**src/dram_scrub_pkg.sv**
```systemverilog
/*
 * Shared definitions for the DRAM scrubbing path
 *   - address, burst length and counter widths
 *   - DDR write-address request struct
 *   - scrubber FSM state encoding
 *   - control word field positions and ID constants
 */

package dram_scrub_pkg;

   // -------------------------------------------------------------------
   // Widths
   // -------------------------------------------------------------------
   localparam int unsigned ADDR_W     = 64;
   localparam int unsigned LEN_W      = 8;
   localparam int unsigned CNT_W      = 16;

   // One data beat on the DDR port is 512 bits
   localparam int unsigned BEAT_BYTES = 64;

   // -------------------------------------------------------------------
   // DDR write-address request
   // -------------------------------------------------------------------
   typedef struct packed {
      logic [ADDR_W-1:0] addr;
      logic [LEN_W-1:0]  len;
   } ddr_req_t;

   // Scrubber FSM
   typedef enum logic [1:0] {
      SCRUB_IDLE = 2'd0,
      SCRUB_RUN  = 2'd1,
      SCRUB_DONE = 2'd2
   } scrub_state_e;

   // -------------------------------------------------------------------
   // Control word layout
   // -------------------------------------------------------------------
   // Bit 31 turns the ID outputs into a scrub address readback
   localparam int unsigned CTL_DBG_EN_BIT  = 31;

   // Bits 30:28 pick the channel shown on the ID outputs
   localparam int unsigned CTL_DBG_SEL_LSB = 28;
   localparam int unsigned CTL_DBG_SEL_W   = 3;

   // Identification words when debug readback is off
   localparam logic [31:0] ID0_VALUE = 32'hc0de_5c3b;
   localparam logic [31:0] ID1_VALUE = 32'h0002_0001;

endpackage

```
**src/ddr_scrubber.sv**
```systemverilog
/*
 * DRAM scrubber for one channel
 *   Walks the address space from zero in fixed-length bursts and
 *   issues one write-address request per burst. Reports the current
 *   address and a done level once the last burst has been accepted.
 */

`timescale 1ns/1ps

module ddr_scrubber #(
   parameter logic [dram_scrub_pkg::ADDR_W-1:0] SCRB_MAX_ADDR = 64'h1fff,
   parameter int unsigned SCRB_BURST_LEN_MINUS1 = 15
)
(
   input  logic                                clk,
   input  logic                                sync_rst_n,

   input  logic                                scrub_en,

   // Request port towards the register slice
   input  logic                                req_ready,
   output dram_scrub_pkg::ddr_req_t            req,
   output logic                                req_valid,

   // Status
   output logic [dram_scrub_pkg::ADDR_W-1:0]   scrub_addr,
   output logic                                done
);

   // Bytes covered by one burst
   localparam logic [dram_scrub_pkg::ADDR_W-1:0] SPAN =
      dram_scrub_pkg::ADDR_W'((SCRB_BURST_LEN_MINUS1 + 1) * dram_scrub_pkg::BEAT_BYTES);

   dram_scrub_pkg::scrub_state_e       state;
   logic [dram_scrub_pkg::ADDR_W-1:0]  addr_q;
   logic [dram_scrub_pkg::ADDR_W-1:0]  next_addr;
   logic                               last_burst;
   logic                               req_xfer;

   assign next_addr  = addr_q + SPAN;

   // This burst reaches past the end of the scrub region
   assign last_burst = (next_addr > SCRB_MAX_ADDR);

   assign req_xfer   = req_valid && req_ready;

   // -------------------------------------------------------------------
   // FSM and address walk
   // -------------------------------------------------------------------
   always_ff @(posedge clk or negedge sync_rst_n)
      if (!sync_rst_n)
      begin
         state  <= dram_scrub_pkg::SCRUB_IDLE;
         addr_q <= '0;
      end
      else if (!scrub_en)
      begin
         // Dropping the enable aborts and rewinds from any state
         state  <= dram_scrub_pkg::SCRUB_IDLE;
         addr_q <= '0;
      end
      else
      begin
         case (state)
            dram_scrub_pkg::SCRUB_IDLE:
            begin
               state <= dram_scrub_pkg::SCRUB_RUN;
            end
            dram_scrub_pkg::SCRUB_RUN:
            begin
               if (req_xfer)
               begin
                  // Address stays on the final burst once done
                  if (last_burst)
                     state <= dram_scrub_pkg::SCRUB_DONE;
                  else
                     addr_q <= next_addr;
               end
            end
            dram_scrub_pkg::SCRUB_DONE:
            begin
               state <= dram_scrub_pkg::SCRUB_DONE;
            end
            default:
            begin
               state <= dram_scrub_pkg::SCRUB_IDLE;
            end
         endcase
      end

   // -------------------------------------------------------------------
   // Outputs
   // -------------------------------------------------------------------
   assign req_valid  = (state == dram_scrub_pkg::SCRUB_RUN);
   assign req.addr   = addr_q;
   assign req.len    = dram_scrub_pkg::LEN_W'(SCRB_BURST_LEN_MINUS1);

   assign scrub_addr = addr_q;
   assign done       = (state == dram_scrub_pkg::SCRUB_DONE);

endmodule

```
**src/req_slice.sv**
```systemverilog
/*
 * Two-entry register slice for DDR write-address requests
 *   Registered output, one cycle through, full rate when the
 *   output side is ready. Input ready depends only on fill level.
 */

`timescale 1ns/1ps

module req_slice
(
   input  logic                       clk,
   input  logic                       sync_rst_n,

   input  dram_scrub_pkg::ddr_req_t   in_req,
   input  logic                       in_valid,
   output logic                       in_ready,

   output dram_scrub_pkg::ddr_req_t   out_req,
   output logic                       out_valid,
   input  logic                       out_ready
);

   dram_scrub_pkg::ddr_req_t  entry_q [2];
   logic                      wr_ptr;
   logic                      rd_ptr;
   logic [1:0]                fill;
   logic                      push;
   logic                      pop;

   assign in_ready  = (fill != 2'd2);
   assign out_valid = (fill != 2'd0);
   assign out_req   = entry_q[rd_ptr];

   assign push = in_valid && in_ready;
   assign pop  = out_valid && out_ready;

   // Storage
   always_ff @(posedge clk)
      if (push)
         entry_q[wr_ptr] <= in_req;

   // Pointers and fill level
   always_ff @(posedge clk or negedge sync_rst_n)
      if (!sync_rst_n)
      begin
         wr_ptr <= 1'b0;
         rd_ptr <= 1'b0;
         fill   <= 2'd0;
      end
      else
      begin
         if (push)
            wr_ptr <= !wr_ptr;
         if (pop)
            rd_ptr <= !rd_ptr;

         // Simultaneous push and pop leaves the level unchanged
         case ({push, pop})
            2'b10:   fill <= fill + 2'd1;
            2'b01:   fill <= fill - 2'd1;
            default: fill <= fill;
         endcase
      end

endmodule

```
**src/scrub_ctl.sv**
```systemverilog
/*
 * Scrub control and status
 *   - control word register and per-channel enable decode
 *   - debug readback of a selected scrub address on the ID outputs
 *   - FLR done response
 */

`timescale 1ns/1ps

module scrub_ctl #(
   parameter int unsigned NUM_CHAN = 2,
   parameter int unsigned ADDR_W   = dram_scrub_pkg::ADDR_W
)
(
   input  logic                               clk,
   input  logic                               sync_rst_n,

   input  logic [31:0]                        ctl0,
   input  logic                               flr_assert,
   input  logic [NUM_CHAN-1:0][ADDR_W-1:0]    scrub_addr,

   output logic [NUM_CHAN-1:0]                scrub_en,
   output logic                               flr_done,
   output logic [31:0]                        id0,
   output logic [31:0]                        id1
);

   logic [31:0]                               ctl_q;
   logic                                      dbg_en;
   logic [dram_scrub_pkg::CTL_DBG_SEL_W-1:0]  dbg_sel;
   logic [ADDR_W-1:0]                         sel_addr;
   logic                                      flr_q;

   // -------------------------------------------------------------------
   // Control word
   // -------------------------------------------------------------------
   always_ff @(posedge clk or negedge sync_rst_n)
      if (!sync_rst_n)
         ctl_q <= 32'd0;
      else
         ctl_q <= ctl0;

   // Low bits enable one channel each
   assign scrub_en = ctl_q[NUM_CHAN-1:0];

   assign dbg_en  = ctl_q[dram_scrub_pkg::CTL_DBG_EN_BIT];
   assign dbg_sel = ctl_q[dram_scrub_pkg::CTL_DBG_SEL_LSB +: dram_scrub_pkg::CTL_DBG_SEL_W];

   // -------------------------------------------------------------------
   // Debug readback
   // -------------------------------------------------------------------
   // Out of range selects fall back to channel 0
   always_comb
   begin
      sel_addr = scrub_addr[0];
      for (int i = 1; i < NUM_CHAN; i++)
      begin
         if (dbg_sel == i)
            sel_addr = scrub_addr[i];
      end
   end

   always_ff @(posedge clk or negedge sync_rst_n)
      if (!sync_rst_n)
      begin
         id0 <= dram_scrub_pkg::ID0_VALUE;
         id1 <= dram_scrub_pkg::ID1_VALUE;
      end
      else if (dbg_en)
      begin
         id0 <= sel_addr[31:0];
         id1 <= sel_addr[63:32];
      end
      else
      begin
         id0 <= dram_scrub_pkg::ID0_VALUE;
         id1 <= dram_scrub_pkg::ID1_VALUE;
      end

   // -------------------------------------------------------------------
   // FLR response
   // -------------------------------------------------------------------
   // A held request toggles done every cycle
   always_ff @(posedge clk or negedge sync_rst_n)
      if (!sync_rst_n)
      begin
         flr_q    <= 1'b0;
         flr_done <= 1'b0;
      end
      else
      begin
         flr_q    <= flr_assert;
         flr_done <= flr_q && !flr_done;
      end

endmodule

```
**src/ddr_traffic_cnt.sv**
```systemverilog
/*
 * Request counter for one DDR port
 *   Counts accepted write-address transfers, wraps at full width
 */

`timescale 1ns/1ps

module ddr_traffic_cnt
(
   input  logic                               clk,
   input  logic                               sync_rst_n,

   // Handshake observed on the DDR port
   input  logic                               valid,
   input  logic                               ready,

   output logic [dram_scrub_pkg::CNT_W-1:0]   count
);

   logic xfer;

   assign xfer = valid && ready;

   // Plain binary counter that wraps at CNT_W bits
   always_ff @(posedge clk or negedge sync_rst_n)
      if (!sync_rst_n)
         count <= '0;
      else if (xfer)
         count <= count + 1'b1;

endmodule

```
**src/dram_scrub_top.sv**
```systemverilog
/*
 * DRAM scrub top level
 *   - control block shared by all channels
 *   - per channel: scrubber, request slice and traffic counter
 *   - status word packing
 */

`timescale 1ns/1ps

module dram_scrub_top #(
   parameter int unsigned NUM_CHAN = 2,
   parameter logic [dram_scrub_pkg::ADDR_W-1:0] SCRB_MAX_ADDR = 64'h1fff,
   parameter int unsigned SCRB_BURST_LEN_MINUS1 = 15
)
(
   input  logic                                      clk,
   input  logic                                      sync_rst_n,

   input  logic [31:0]                               ctl0,
   input  logic                                      flr_assert,
   input  logic [NUM_CHAN-1:0]                       ddr_ready,

   output dram_scrub_pkg::ddr_req_t [NUM_CHAN-1:0]   ddr_req,
   output logic [NUM_CHAN-1:0]                       ddr_valid,
   output logic                                      flr_done,
   output logic [31:0]                               id0,
   output logic [31:0]                               id1,
   output logic [31:0]                               status0,
   output logic [31:0]                               status1
);

   logic [NUM_CHAN-1:0]                                scrub_en;
   logic [NUM_CHAN-1:0][dram_scrub_pkg::ADDR_W-1:0]    chan_addr;
   logic [NUM_CHAN-1:0]                                chan_done;
   logic [NUM_CHAN-1:0][dram_scrub_pkg::CNT_W-1:0]     chan_cnt;

   scrub_ctl #(
      .NUM_CHAN   (NUM_CHAN),
      .ADDR_W     (dram_scrub_pkg::ADDR_W)
   ) i_scrub_ctl (
      .clk        (clk),
      .sync_rst_n (sync_rst_n),
      .ctl0       (ctl0),
      .flr_assert (flr_assert),
      .scrub_addr (chan_addr),
      .scrub_en   (scrub_en),
      .flr_done   (flr_done),
      .id0        (id0),
      .id1        (id1)
   );

   // -------------------------------------------------------------------
   // Channels
   // -------------------------------------------------------------------
   for (genvar c = 0; c < NUM_CHAN; c++)
   begin : g_chan
      dram_scrub_pkg::ddr_req_t  scrb_req;
      logic                      scrb_valid;
      logic                      scrb_ready;

      ddr_scrubber #(
         .SCRB_MAX_ADDR         (SCRB_MAX_ADDR),
         .SCRB_BURST_LEN_MINUS1 (SCRB_BURST_LEN_MINUS1)
      ) i_scrubber (
         .clk        (clk),
         .sync_rst_n (sync_rst_n),
         .scrub_en   (scrub_en[c]),
         .req_ready  (scrb_ready),
         .req        (scrb_req),
         .req_valid  (scrb_valid),
         .scrub_addr (chan_addr[c]),
         .done       (chan_done[c])
      );

      req_slice i_slice (
         .clk        (clk),
         .sync_rst_n (sync_rst_n),
         .in_req     (scrb_req),
         .in_valid   (scrb_valid),
         .in_ready   (scrb_ready),
         .out_req    (ddr_req[c]),
         .out_valid  (ddr_valid[c]),
         .out_ready  (ddr_ready[c])
      );

      ddr_traffic_cnt i_traffic_cnt (
         .clk        (clk),
         .sync_rst_n (sync_rst_n),
         .valid      (ddr_valid[c]),
         .ready      (ddr_ready[c]),
         .count      (chan_cnt[c])
      );
   end

   // -------------------------------------------------------------------
   // Status words
   // -------------------------------------------------------------------
   // Counts packed from the low half upward, as many as fit
   always_comb
   begin
      status0 = 32'd0;
      for (int i = 0; i < NUM_CHAN && i < 32 / dram_scrub_pkg::CNT_W; i++)
         status0[i*dram_scrub_pkg::CNT_W +: dram_scrub_pkg::CNT_W] = chan_cnt[i];
   end

   assign status1 = 32'(chan_done);

endmodule

```
**config.mk**
```make
export PLATFORM = sky130hd
export DESIGN_NAME = dram_scrub_top
export DESIGN_NICKNAME = d
export VERILOG_FILES = /design/src/dram_scrub_pkg.sv /design/src/ddr_scrubber.sv /design/src/req_slice.sv /design/src/scrub_ctl.sv /design/src/ddr_traffic_cnt.sv /design/src/dram_scrub_top.sv
export SDC_FILE = /design/constraint.sdc
export NUM_CORES = 1
export LEC_CHECK = 0
export BUFFER_PORTS_ARGS = -buffer_cell sky130_fd_sc_hd__buf_2
export CORE_MARGIN = 2
export CORE_UTILIZATION = 60
export CTS_CLUSTER_SIZE = 24
export DETAILED_ROUTE_END_ITERATION = 10
export PLACE_DENSITY_LB_ADDON = 0.12
export SLEW_MARGIN = 20
export SYNTH_ARGS = -nofsm -noshare
export SYNTH_HDL_FRONTEND = slang
export SYNTH_HIERARCHICAL = 1
export SYNTH_SLANG_ARGS = --single-unit
export TNS_END_PERCENT = 1
```
**constraint.sdc**
```tcl
create_clock -name clk -period 7 [get_ports clk]
set_clock_uncertainty 0.1 [all_clocks]
set_input_delay 1.4 -clock clk [delete_from_list [all_inputs] [get_ports clk]]
set_output_delay 1.4 -clock clk [all_outputs]
set_load 0.01 [all_outputs]
```
## Word level (Yosys, flattened, before mapping)

Memory sizes are Yosys's and may differ from the RTL's.
Index checks and enable logic that the tools add are counted.

- Register bits: 270
- RAM bits: 256
- Output and inout bits: 275
- Memories: 2

Memory list:

| name | depth | width | read ports | clocked after Yosys merged registers in | wr ports | RTL line | source |
|---|---|---|---|---|---|---|---|
| g_chan[0].i_slice.entry_q | 2 | 64 | 1 | 0 | 1 | req_slice.sv:23 | `dram_scrub_pkg::ddr_req_t entry_q [2];` |
| g_chan[1].i_slice.entry_q | 2 | 64 | 1 | 0 | 1 | req_slice.sv:23 |  |

- $add $sub $neg: 8
- Magnitude comparators: 2
- Eq/ne operators: 21
- Muxes and demuxes: 25
- Reduce and logical (&&, ||, !) cells: 20

Operators with widths:

| cell | count |
|---|---|
| 2-to-1 mux 64 bit | 9 |
| adder 64 x 11 -> 64 bit, second input constant | 2 |
| > comparator 64 x 13 -> 1 bit, second input constant | 2 |
| 2-to-1 mux 32 bit | 2 |
| adder 16 x 1 -> 16 bit, second input constant | 2 |
| 2-to-1 mux 2 bit | 6 |
| != test 3 bit, second input constant | 4 |
| case mux 2 bit (3 select lines) | 2 |
| equality test 2 x 1 -> 1 bit, second input constant | 4 |
| equality test 2 bit, second input constant | 4 |
| != test 2 x 1 -> 1 bit, second input constant | 4 |
| != test 2 bit, second input constant | 4 |
| case mux 2 bit (2 select lines) | 2 |
| nonzero test 2 bit | 4 |
| AND reduction 3 bit | 2 |
| logical AND 1 bit | 5 |
| zero test 1 bit | 5 |
| adder 2 x 1 -> 2 bit, second input constant | 2 |
| zero test 2 bit | 2 |
| 2-to-1 mux 1 bit | 4 |
| AND reduction 2 bit | 2 |
| subtractor 2 x 1 -> 2 bit, second input constant | 2 |
| equality test 3 x 1 -> 1 bit, second input constant | 1 |

## Longest topological paths before layout

Gate-level depths: netlist of run 1.

- Depth after elaboration: 6
- Depth in mapped cells: 12
- Depth with buffers taken out: 10

## By module

The synthesis of run 1 kept the hierarchy.

By module, submodules not included:

| module | times used | cells each | area an instance (um2) |
|---|---|---|---|
| ddr_scrubber | 2 | 475 | 4,159.0 |
| req_slice at g_chan[1].i_slice | 1 | 241 | 5,740.5 |
| req_slice at g_chan[0].i_slice | 1 | 241 | 5,679.2 |
| scrub_ctl | 1 | 293 | 3,271.9 |
| ddr_traffic_cnt | 2 | 60 | 753.2 |
| dram_scrub_top | 1 | 31 | 229.0 |

## Least setup slack after synthesis of run 1

No wires, ideal clock.

- Path type: register to register
- Start: register g_chan[0].i_scrubber.state[1]
- End: memory g_chan[0].i_slice/entry_q[0][0] (netlist name), enable pin
- Library setup time: 0.503 ns
- Arrival time: 3.723 ns
- Data required time: 6.397 ns
- Setup slack: 2.674 ns
- Cell stages (with the launch flop): 5
- Path buffers: 0
- Cells stage by stage: dfrtp_1 > inv_1 > ha_1 > nand2_1 > nor2_1

- Cells in the longest elaborated chain, start to end: 4

Ends and longest elaborated chain:

| what | RTL line | source |
|---|---|---|
| from (decl) | ddr_scrubber.sv:34 | `dram_scrub_pkg::scrub_state_e state;` |
| from (signal assigned) | ddr_scrubber.sv:53 | `state <= dram_scrub_pkg::SCRUB_IDLE;` |
| from (signal assigned) | ddr_scrubber.sv:59 | `state <= dram_scrub_pkg::SCRUB_IDLE;` |
| from (signal assigned) | ddr_scrubber.sv:67 | `state <= dram_scrub_pkg::SCRUB_RUN;` |
| equality test 2 x 1 -> 1 bit | ddr_scrubber.sv:94 | `assign req_valid = (state == dram_scrub_pkg::SCRUB_RUN);` |
| net g_chan[0].scrb_valid | dram_scrub_top.sv:58 | `logic scrb_valid;` |
| logical AND 1 bit | req_slice.sv:34 | `assign push = in_valid && in_ready;` |
| 2-to-1 mux 1 bit | req_slice.sv:39 | `if (push)` |
| 2-to-1 mux 1 bit (implied by the code) | req_slice.sv:40 | `entry_q[wr_ptr] <= in_req;` |
| to (decl) | req_slice.sv:23 |  |

The timed path passes the listed nets, and every way through them passes these cells.

## Worst setup path after layout of run 1

- Start: register g_chan[0].i_scrubber.addr_q (netlist bit g_chan[0].i_scrubber/scrub_addr[11])
- End: register g_chan[0].i_scrubber.addr_q (netlist bit g_chan[0].i_scrubber/scrub_addr[12])

- Cells in the longest elaborated chain, start to end: 5
- Elaborated cells between the ends (all ways): 8
- Classes of those cells: 1 x add/sub; 1 x order compare; 1 x eq/ne; 4 x mux; 1 x reduce/logical

Ends and longest elaborated chain:

| what | RTL line | source |
|---|---|---|
| from (decl) | ddr_scrubber.sv:35 | `logic [dram_scrub_pkg::ADDR_W-1:0] addr_q;` |
| from (signal assigned) | ddr_scrubber.sv:77 | `addr_q <= next_addr;` |
| adder 64 x 11 -> 64 bit * | ddr_scrubber.sv:40 | `assign next_addr = addr_q + SPAN;` |
| branches (longest 4 deep; another with > comparator 64 x 13 -> 1 bit) | -- |  |

Every way passes the cells marked *. The select of a mux whose other input is x is not followed.
A chain may end at the register's enable or synchronous reset.

==> results of run 1 <==
==> cell usage after synthesis (5+ instances only) <==
master	number	share of area
mux2i_1	57	0.023
mux2_4	138	0.084
and3_1	130	0.033
nand4_1	58	0.015
nor2_1	38	0.0058
buf_12	11	0.0089
edfxtp_1	288	0.35
nor4_2	6	0.0030
nand4bb_1	19	0.0086
nor3_1	38	0.0077
a31oi_1	10	0.0025
and4_1	36	0.013
buf_4	199	0.060
o21ai_0	16	0.0032
nor4_1	20	0.0051
a311oi_1	8	0.0028
dfrtp_1	205	0.21
nand2_1	142	0.022
or3_1	18	0.0046
and2_1	14	0.0035
mux2_2	12	0.0055
a31o_2	6	0.0021
a21oi_1	10	0.0020
dfstp_2	19	0.020
nor4b_1	8	0.0028
o211ai_1	19	0.0058
nand2b_1	6	0.0015
inv_1	39	0.0059
xnor2_1	42	0.015
xor2_1	20	0.0071
clkbuf_1	45	0.0068
buf_2	23	0.0047
ha_1	14	0.0071
conb_1	5	0.00076
buf_6	11	0.0050
o22ai_1	8	0.0020
nand3_1	50	0.010
==> layer usage <==
metal | global-route usage | up-vias | routed length, um
met4 | 0.0631 | 0 | 1160
li1 | - | 6860 | -
met2 | 0.404 | 459 | 26200
met1 | 0.365 | 7388 | 24200
met5 | 0 | - | 0
met3 | 0.0490 | 80 | 3030
==> power breakdown <==
group	total, mW	internal (mW)	leakage [nW]	switching [mW]
logic	2.21	1.08	4.91	1.13
clock network	2.60	1.48	0.781	1.12
registers	4.02	3.72	5.68	0.302
==> worst register-to-register path: cells and delay by family, from the launching register on <==
family	cells	cell delay (ps)
AO/OA/AOI/OAI	2	260
adder cells (fa/ha/maj)	1	330
flip-flops	1	530
AND/OR/NAND/NOR	7	3170
==> sequential cells by signal, summed over array words and instances, names as in the netlist, 2 cells and up <==
name	count
g_chan.i_scrubber/scrub_addr	108
g_chan.i_scrubber/state	4
g_chan.i_slice/rd_ptr	2
i_scrub_ctl/ctl_q	6
g_chan.i_slice/wr_ptr	2
i_scrub_ctl/id0	32
g_chan.i_traffic_cnt/count	32
g_chan.i_slice/entry_q	288
g_chan.i_slice/fill	4
i_scrub_ctl/id1	32
==> per-stage QoR <==
step / hold slack [ps] / std cells / util / power, mW / cell area, sq um
after global routing: 344 / 2552 / 0.652 / 9.23 / 26500
after floorplan: 339 / 1957 / - / 5.74 / 25000
after CTS: 320 / 2552 / 0.652 / 8.94 / 26500
final: 320 / 2552 / 0.652 / 8.83 / 26500
after detailed placement: 310 / 2458 / 0.612 / 6.32 / 24900
after global placement: 311 / 2458 / 0.612 / 6.27 / 24900
==> logic make-up (layout without fill, tap and decap cells) <==
family          Yosys count  in the layout  synth area share
simple gates            621            621             0.151
flops                   512            512             0.577
buf+inv                 336            399            0.0938
mux                     209            209             0.113
compound gates          115            115            0.0340
xor+xnor                 64             64            0.0233
fa+ha+maj                14             14           0.00708
other cells               5             86          0.000759
==> area by class of cell <==
| type | count | area, sq um | area share |
|---|---|---|---|
| sequential | 512 | 14300 | 0.538 |
| multi-input combinational | 1109 | 8480 | 0.319 |
| timing repair buffer | 266 | 1370 | 0.0516 |
| clock buffer | 67 | 1370 | 0.0514 |
| tap | 532 | 666 | 0.0251 |
| clock inverter | 27 | 229 | 0.00863 |
| inverter | 39 | 146 | 0.00552 |
==> layout by cell type, fill, tap and decap left out, types with 6 or more instances in the layout <==
master,instances
clkinv_1,6
and3_1,128
o211ai_1,19
clkbuf_16,50
or3_1,18
mux2i_1,57
clkinv_2,12
o22ai_1,8
and2_1,14
dfrtp_1,202
mux2_4,138
mux2_2,12
nor4_1,20
inv_1,39
nand2b_1,6
buf_2,254
o21ai_0,16
nor4b_1,8
edfxtp_1,288
nor3_1,38
xor2_1,20
a311oi_1,8
nand2_1,142
and4_1,36
conb_1,86
nand4bb_1,19
a21oi_1,10
ha_1,14
nor4_2,6
nand4_1,58
nand3_1,50
nor2_1,36
xnor2_1,42
clkbuf_1,12
buf_4,11
dfstp_2,19
a31o_2,6
a31oi_1,10
==> worst paths after layout <==
kind	endpoint	slack, ps	cells past startpoint
hold / removal	i_scrub_ctl/flr_done	320	1
min in group asynchronous	g_chan[1].i_slice/wr_ptr	730	1
max in group asynchronous	i_scrub_ctl/ctl_q[29]	4640	2
setup / recovery	g_chan[0].i_scrubber/scrub_addr[12]	2530	10
setup reg to reg	g_chan[0].i_scrubber/scrub_addr[12]	2530	10
hold reg to reg	i_scrub_ctl/flr_done	320	1
==> flow_summary.json, run 1 <==
{
  "coreArea_sq_um": 40700,
  "place.detailed.hpwl_um": 36500,
  "max-slew-margin-rel": 0.297,
  "crit_chain": "ha_1 > and3_1 > nand4_2 > nor3_1 > and3_1 > o22ai_1 > nor4b_2 > nand4_4 > or3_1 > a21oi_1",
  "hold_start": "i_scrub_ctl/flr_done",
  "layout-area-overhead-vs-synth_pct": 7.26,
  "cp_max_fo": 55,
  "cpMaxStageDelayCell": "nand4_4",
  "synth-seq-area-share": 0.577,
  "synth.avg_cell_area_sq_um": 13.2,
  "critPathArrivalTime_ps": 4890,
  "path_buf_inv": 0,
  "dp_slack_ps": 2570,
  "ant_nets": 0,
  "critPathTopFamily": "simple AND/OR/NAND/NOR gates",
  "finalWirelength_um": 54700,
  "antenna_found_initial": 0,
  "fp.dieW_um": 207,
  "layout-drive-gt1-share": 0.276,
  "syn_inst": 1876,
  "power_density_nw_per_um2": 333,
  "post-route-min-period_ps": 4470,
  "finalSetupTns_ps": 0,
  "cap_viol_max_count": 0,
  "die_area_sq_um": 42900,
  "core.rowCount": 74,
  "fin_crit_sh": 0.639,
  "r2r-start": "g_chan[0].i_scrubber/scrub_addr[11]",
  "hold_viol": 0,
  "power_leakage_nw": 11.4,
  "hold_buffers": 0,
  "timing.critical_path.mode_cell": "and3_1",
  "post-cts-setup-buffers": 0,
  "clock_latency_ps": 610,
  "worstPathRequired_ps": 7410,
  "finalNetCount": 2029,
  "tightest_slew_ps": 1050,
  "synth_edf_count": 288,
  "timing.final.ws_setup_ps": 2530,
  "cts.htree.levels": 2,
  "fillerInstances": 3111,
  "path_class": "reg2reg",
  "post-route-drc-count": 0,
  "n_antenna_cell": 0,
  "drv_slew": 0,
  "root_buffer": "clkbuf_16",
  "outcome": "completed",
  "rsz0062_at_grt": "no",
  "grt_max_degree": 114,
  "fmax_ghz": 0.224,
  "ys_types": 73,
  "grt_pass1_vias": 14400,
  "drtIter0Drc": 1133,
  "worst_path_largest_cell_delay_ps": 670,
  "portBuffers": 255,
  "yosys_warnings": 6,
  "track_usage": 0.254,
  "synthFlopType": "edfxtp_1",
  "ios": 312,
  "wl_per_cell_um": 21.4,
  "start_kind": "flop",
  "startpoint": "g_chan[0].i_scrubber/scrub_addr[11]",
  "cts_made_buffers": 50,
  "overflow": 0,
  "peakVddDrop_mv": 0.358,
  "syn_area_sq_um": 24700,
  "cts_resized": 0,
  "ys_ff_latch": 512,
  "hold_class": "reg2reg",
  "num_vias": 14800,
  "clkSlewWorstSetupHoldPaths_ps": 60,
  "die_y_um": 207,
  "clock_tree.buffer_depth": 3,
  "synthArstFlopShare": 0.438,
  "grt_pass1_wl_um": 85600,
  "drt-pass1-iter-count": 5,
  "end_kind": "flop",
  "place_congestion": 0.873,
  "vias_per_cell": 5.79,
  "setup_violations": 0,
  "cts_tree": "yes",
  "start_util": 0.607,
  "clock_sinks": 512
}
No activity file was read; power rests on OpenSTA's default activity.
==> run 2: changes to the inputs <==
CORE_UTILIZATION = 53   (was 60)
clock period = 4.1 ns   (was 7 ns; I/O delays follow)
==> run 2 against run 1 <==
Critical path depth rose by 1. Wire length increased by 4.0%. Largest cell class unchanged. Sequential power is 71% higher. Largest power group unchanged. Critical endpoint is now g_chan[1].i_scrubber/scrub_addr[61]. Die area increased by 13%. Highest routed layer unchanged. Maximum frequency is 20% higher.
==> flow_summary.json, run 2 (synthesis gave the netlist of run 1 again) <==
{
  "tightest_slew_ps": 977,
  "layout-drive-gt1-share": 0.295,
  "hold_buffers": 0,
  "post-route-drc-count": 0,
  "fillerInstances": 3768,
  "clock_sinks": 512,
  "largest_reg_flops": 288,
  "drtIter0Drc": 979,
  "drv_slew": 0,
  "grt_pass1_vias": 14400,
  "cp_max_fo": 24,
  "utilization": 0.588,
  "hold_slack_ps": 62.4,
  "coreArea_sq_um": 46400,
  "dp_slack_ps": 398,
  "cts_resized": 0,
  "wl_met1_um": 25200,
  "end_kind": "flop",
  "overflow": 0,
  "finalNetCount": 2076,
  "clkSlewWorstSetupHoldPaths_ps": 60,
  "timing.critical_path.mode_cell": "buf_4",
  "power_mw": 15.7,
  "setup_violations": 0,
  "worst_path_largest_cell_delay_ps": 490,
  "cpMaxStageDelayCell": "dfrtp_1",
  "power_density_nw_per_um2": 576,
  "place.detailed.hpwl_um": 38200,
  "ios": 312,
  "crit_chain": "ha_1 > and3_1 > nand4_2 > buf_4 > nor3_1 > a21oi_1 > nor4_1 > buf_4 > nand4_4 > buf_4 > and3_1",
  "core.rowCount": 79,
  "fmax_ghz": 0.269,
  "start_kind": "flop",
  "cts.htree.levels": 2,
  "clkPwrFrac": 0.314,
  "antenna_found_initial": 0,
  "dr_wl_met3_um": 2450,
  "dr_wl_met2_um": 27400,
  "ant_nets": 0,
  "intPower_mw": 11.2,
  "drt-pass1-iter-count": 7,
  "power_frac_comb": 0.248,
  "mostFrequentLayoutCells": "edfxtp_1, buf_2, dfrtp_1",
  "clock_latency_ps": 600,
  "fp.dieW_um": 220,
  "worstPathRequired_ps": 4480,
  "post-route-min-period_ps": 3720,
  "switchingPower_mw": 4.50,
  "power_leakage_nw": 11.7,
  "finalSetupTns_ps": 0,
  "timing.final.ws_setup_ps": 377,
  "post-cts-setup-buffers": 0,
  "die_area_sq_um": 48400,
  "outcome": "completed",
  "fin_crit_sh": 0.908,
  "hold_class": "in2async",
  "max-slew-margin-rel": 0.349,
  "place_congestion": 0.882,
  "start_util": 0.534,
  "peakVddDrop_mv": 0.490,
  "critPathArrivalTime_ps": 4110,
  "num_vias": 14900,
  "cts_made_buffers": 54,
  "highest_layer": "met4",
  "grt_pass1_wl_um": 86000,
  "final_common_cell": "edfxtp_1",
  "cap_viol_max_count": 0,
  "regMostFlops": "g_chan.i_slice/entry_q",
  "track_usage": 0.233,
  "rsz0062_at_grt": "no",
  "swShare": 0.286,
  "layout-area-overhead-vs-synth_pct": 10.2,
  "wl_per_cell_um": 21.2,
  "n_antenna_cell": 0,
  "portBuffers": 255,
  "seq_power_share": 0.439,
  "vias_per_cell": 5.56,
  "root_buffer": "clkbuf_16",
  "cts_tree": "yes",
  "grt_max_degree": 79,
  "die_y_um": 220,
  "hold_viol": 0,
  "finalWirelength_um": 56900,
  "clock_tree.buffer_depth": 3,
  "path_class": "reg2reg",
  "reg2reg_depth": 11
}
-- run 2: cell types whose count changed in the layout (fill, tap and decap cells not counted) --
cell,delta
clkinv_1,-1
buf_12,+6
clkbuf_8,-2
clkinv_8,-1
buf_4,+36
buf_16,+1
clkbuf_1,-2
clkinv_2,+2
clkinv_4,+1
inv_8,+1
inv_6,+2
bufinv_16,+3
clkinvlp_4,-2
clkbuf_16,+6
-- run 2: power groups by stage --
stage | Clock [mW] | Combinational, mW | Sequential, mW
finish | 4.93 | 3.89 | 6.89
global route | 5.26 | 4.21 | 6.99
CTS | 5.04 | 3.96 | 6.91
detailed placement | 0 | 3.94 | 7.00
global placement | 0 | 3.92 | 6.96
floorplan | 0 | 3.04 | 6.75
-- run 2: final cells by class --
type                       count  area, sq um  share of cell area
multi-input combinational   1109         8480               0.311
clock inverter                32          332              0.0122
tap                          607          759              0.0278
timing repair buffer         309         1790              0.0655
inverter                      39          146             0.00537
sequential                   512        14300               0.524
clock buffer                  69         1480              0.0543
-- run 2: routing by layer --
layer  vias up  GRT usage
met5         -          0
li1       6923          -
met1      7503      0.322
met4         0     0.0812
met2       344      0.373
met3       105     0.0388
-- run 2: worst max-delay path: cells and delay by family (launching register included) --
family / cells / cell delay [ps]
AO/OA/AOI/OAI: 1 / 130
adder cells (fa/ha/maj): 1 / 310
buffers and inverters: 3 / 730
flip-flops: 1 / 490
AND/OR/NAND/NOR: 6 / 1850
-- run 2: final timing paths --
kind                                                startpoint                             endpoint  slack [ps]
min                                                 sync_rst_n     g_chan[0].i_traffic_cnt/count[8]          60
max in group asynchronous                           sync_rst_n                  i_scrub_ctl/id0[10]        2910
max                        g_chan[1].i_scrubber/scrub_addr[10]  g_chan[1].i_scrubber/scrub_addr[61]         380
min reg2reg                               i_scrub_ctl/flr_done                 i_scrub_ctl/flr_done         320
min in group clk                                    flr_assert                    i_scrub_ctl/flr_q         220
max reg2reg                g_chan[1].i_scrubber/scrub_addr[10]  g_chan[1].i_scrubber/scrub_addr[61]         380
-- run 2: per-stage QoR --
| stage | instance area [sq um] | std cells |
|---|---|---|
| after floorplan | 25100 | 1957 |
| after global placement | 25400 | 2575 |
| after detailed placement | 25400 | 2575 |
| after CTS | 27200 | 2676 |
| after global routing | 27300 | 2677 |
| final | 27300 | 2677 |
==> run 3: changes to the inputs <==
ABC_AREA = 1   (was default)
CORE_UTILIZATION = 54   (was 53)
==> run 3 against run 2 <==
Register-to-register slack better by 20 ps. Clock-buffer cell count unchanged. Flip-flop and latch count unchanged. Via count grew 36%. First-iteration DRC count rose by 34%. Critical path type unchanged.
==> flow_summary.json, run 3 <==
{
  "outcome": "completed",
  "worstPathRequired_ps": 4480,
  "synthArstFlopShare": 0.438,
  "regMostFlops": "g_chan.i_slice/entry_q",
  "power_density_nw_per_um2": 532,
  "power_leakage_nw": 13.6,
  "place_congestion": 0.934,
  "ys_ff_latch": 512,
  "track_usage": 0.273,
  "synth_edf_count": 288,
  "syn_area_sq_um": 26400,
  "post-cts-setup-buffers": 0,
  "synth.avg_cell_area_sq_um": 8.29,
  "clock_tree.buffer_depth": 3,
  "synth_area_leaders": "edfxtp_1, dfrtp_1, nand2_1",
  "cts_made_buffers": 53,
  "drt-pass1-iter-count": 6,
  "cts.htree.levels": 2,
  "grt_pass1_vias": 19400,
  "synth-seq-area-share": 0.540,
  "ant_nets": 0,
  "path_buf_inv": 2,
  "hold_slack_ps": 54.5,
  "n_antenna_cell": 0,
  "grt_pass1_wl_um": 107000,
  "syn_inst": 3189,
  "layout-drive-gt1-share": 0.142,
  "fmax_ghz": 0.270,
  "num_vias": 20200,
  "overflow": 0,
  "critPathTopFamily": "simple AND/OR/NAND/NOR gates",
  "ys_top_cells_by_count": "nand2_1, nor2_1, edfxtp_1",
  "clock_latency_ps": 610,
  "portBuffers": 255,
  "clkSlewWorstSetupHoldPaths_ps": 60,
  "root_buffer": "clkbuf_16",
  "core.rowCount": 81,
  "rsz0062_at_grt": "no",
  "drv_slew": 0,
  "antenna_found_initial": 0,
  "tightest_slew_ps": 823,
  "cap_viol_max_count": 0,
  "coreArea_sq_um": 48600,
  "crit_chain": "ha_1 > inv_2 > nor2_4 > nand2_2 > nor2_4 > nand2_1 > nor2_1 > nand2_1 > nand2_1 > nand2_1 > nor2_1 > nand3_1 > nor2_2 > nand3_2 > nand2_4 > buf_12 > nor2_1",
  "hold_class": "in2async",
  "cp_max_fo": 32,
  "start_util": 0.543,
  "peakVddDrop_mv": 0.481,
  "synth.top_cell.area_share": 0.327,
  "timing.critical_path.mode_cell": "nand2_1",
  "ys_types": 30,
  "post-route-min-period_ps": 3700,
  "vias_per_cell": 5.05,
  "power_mw": 15.3,
  "die_y_um": 225,
  "cpMaxStageDelayCell": "dfrtp_1",
  "max-slew-margin-rel": 0.451,
  "synth_most_common_cell": "nand2_1",
  "fp.dieW_um": 225,
  "layout-area-overhead-vs-synth_pct": 8.99,
  "ios": 312,
  "finalNetCount": 3388,
  "hold_buffers": 0,
  "grt_max_degree": 101,
  "path_class": "reg2reg",
  "clock_sinks": 512,
  "worst_path_largest_cell_delay_ps": 610,
  "hold_viol": 0,
  "critPathArrivalTime_ps": 4080,
  "setup_violations": 0,
  "start_kind": "flop",
  "final_common_cell": "nand2_1",
  "cts_resized": 0,
  "place.detailed.hpwl_um": 50600,
  "largest_reg_flops": 288,
  "drtIter0Drc": 1315,
  "synthFlopType": "edfxtp_1",
  "yosys.area.top_type": "edfxtp_1",
  "cts_tree": "yes",
  "die_area_sq_um": 50700,
  "wl_per_cell_um": 17.4,
  "finalWirelength_um": 69500,
  "end_kind": "flop",
  "yosys_warnings": 6,
  "post-route-drc-count": 0,
  "fin_crit_sh": 0.903,
  "mostFrequentLayoutCells": "nand2_1, nor2_1, edfxtp_1"
}
## run 3: changes by cell type in the layout (fill, tap and decap cells not counted), sizes merged, moves of 36 or more
cell and change:
inv +266, xnor2 -36, and4 -38, and3 -134
mux2 -152, nand2 +1083, nor2 +483, nand3 +140
mux2i -57
## run 3: final timing paths
path                                                          start                                  end  slack, ps  cells past startpoint
worst max-delay path            g_chan[0].i_scrubber/scrub_addr[10]  g_chan[0].i_scrubber/scrub_addr[52]        400                     17
worst min-delay path                                     sync_rst_n             g_chan[1].i_slice/rd_ptr         50                      1
worst max register to register  g_chan[0].i_scrubber/scrub_addr[10]  g_chan[0].i_scrubber/scrub_addr[52]        400                     17
worst min register to register                 i_scrub_ctl/flr_done                 i_scrub_ctl/flr_done        330                      1
max in group asynchronous                                sync_rst_n                  i_scrub_ctl/id0[11]       2800                      2
min in group clk                                            ctl0[1]                 i_scrub_ctl/ctl_q[1]        210                      1
## run 3: power by group
group	internal (mW)	switching, mW	total (mW)
clock	2.69	2.04	4.73
combinational	1.22	2.64	3.86
sequential	6.39	0.355	6.74
## run 3: worst reg2reg max path, stage by stage (launching register included)
cell and delay (ps):
dfrtp_1 610, ha_1 350, inv_2 80, nor2_4 190, nand2_2 120, nor2_4 270
nand2_1 160, nor2_1 110, nand2_1 50, nand2_1 130, nand2_1 70, nor2_1 210
nand3_1 120, nor2_2 200, nand3_2 180, nand2_4 280, buf_12 260, nor2_1 90
## run 3: cells by family (layout without fill, tap and decap cells)
| kind of cell | count (synthesis) | in the layout | synth area share |
|---|---|---|---|
| fa+ha+maj | 14 | 14 | 0.00663 |
| simple gates | 2029 | 2029 | 0.318 |
| xor+xnor | 30 | 30 | 0.00994 |
| other cells | 5 | 86 | 0.000710 |
| buf+inv | 583 | 694 | 0.121 |
| flops | 512 | 512 | 0.540 |
| compound gates | 16 | 16 | 0.00303 |
## run 3: stage by stage
step | util | setup slack [ps] | cells | setup TNS (ps) | instance area (sq um)
final | 0.592 | 398 | 4003 | 0 | 28800
after global routing | 0.592 | 97.5 | 4003 | 0 | 28800
after CTS | 0.592 | 419 | 4003 | 0 | 28800
after detailed placement | 0.557 | 438 | 3904 | 0 | 27100
after global placement | 0.557 | 513 | 3904 | 0 | 27100
after floorplan | - | -274 | 3270 | -19730 | 26700
## run 3: area by class of cell
class | instances | area (sq um)
clock buffer | 69 | 1450
multi-input combinational | 2175 | 9290
sequential | 512 | 14300
timing repair buffer | 279 | 1550
clock inverter | 30 | 273
inverter | 316 | 1190
tap | 622 | 778
fill | 4393 | 19800
## run 3: per-layer routing
| metal | routed length, um | track usage | vias up |
|---|---|---|---|
| met4 | 2100 | 0.0902 | 0 |
| met3 | 3530 | 0.0364 | 112 |
| li1 | - | - | 10000 |
| met1 | 29900 | 0.366 | 9561 |
| met2 | 34000 | 0.461 | 526 |
| met5 | 0 | 0 | - |
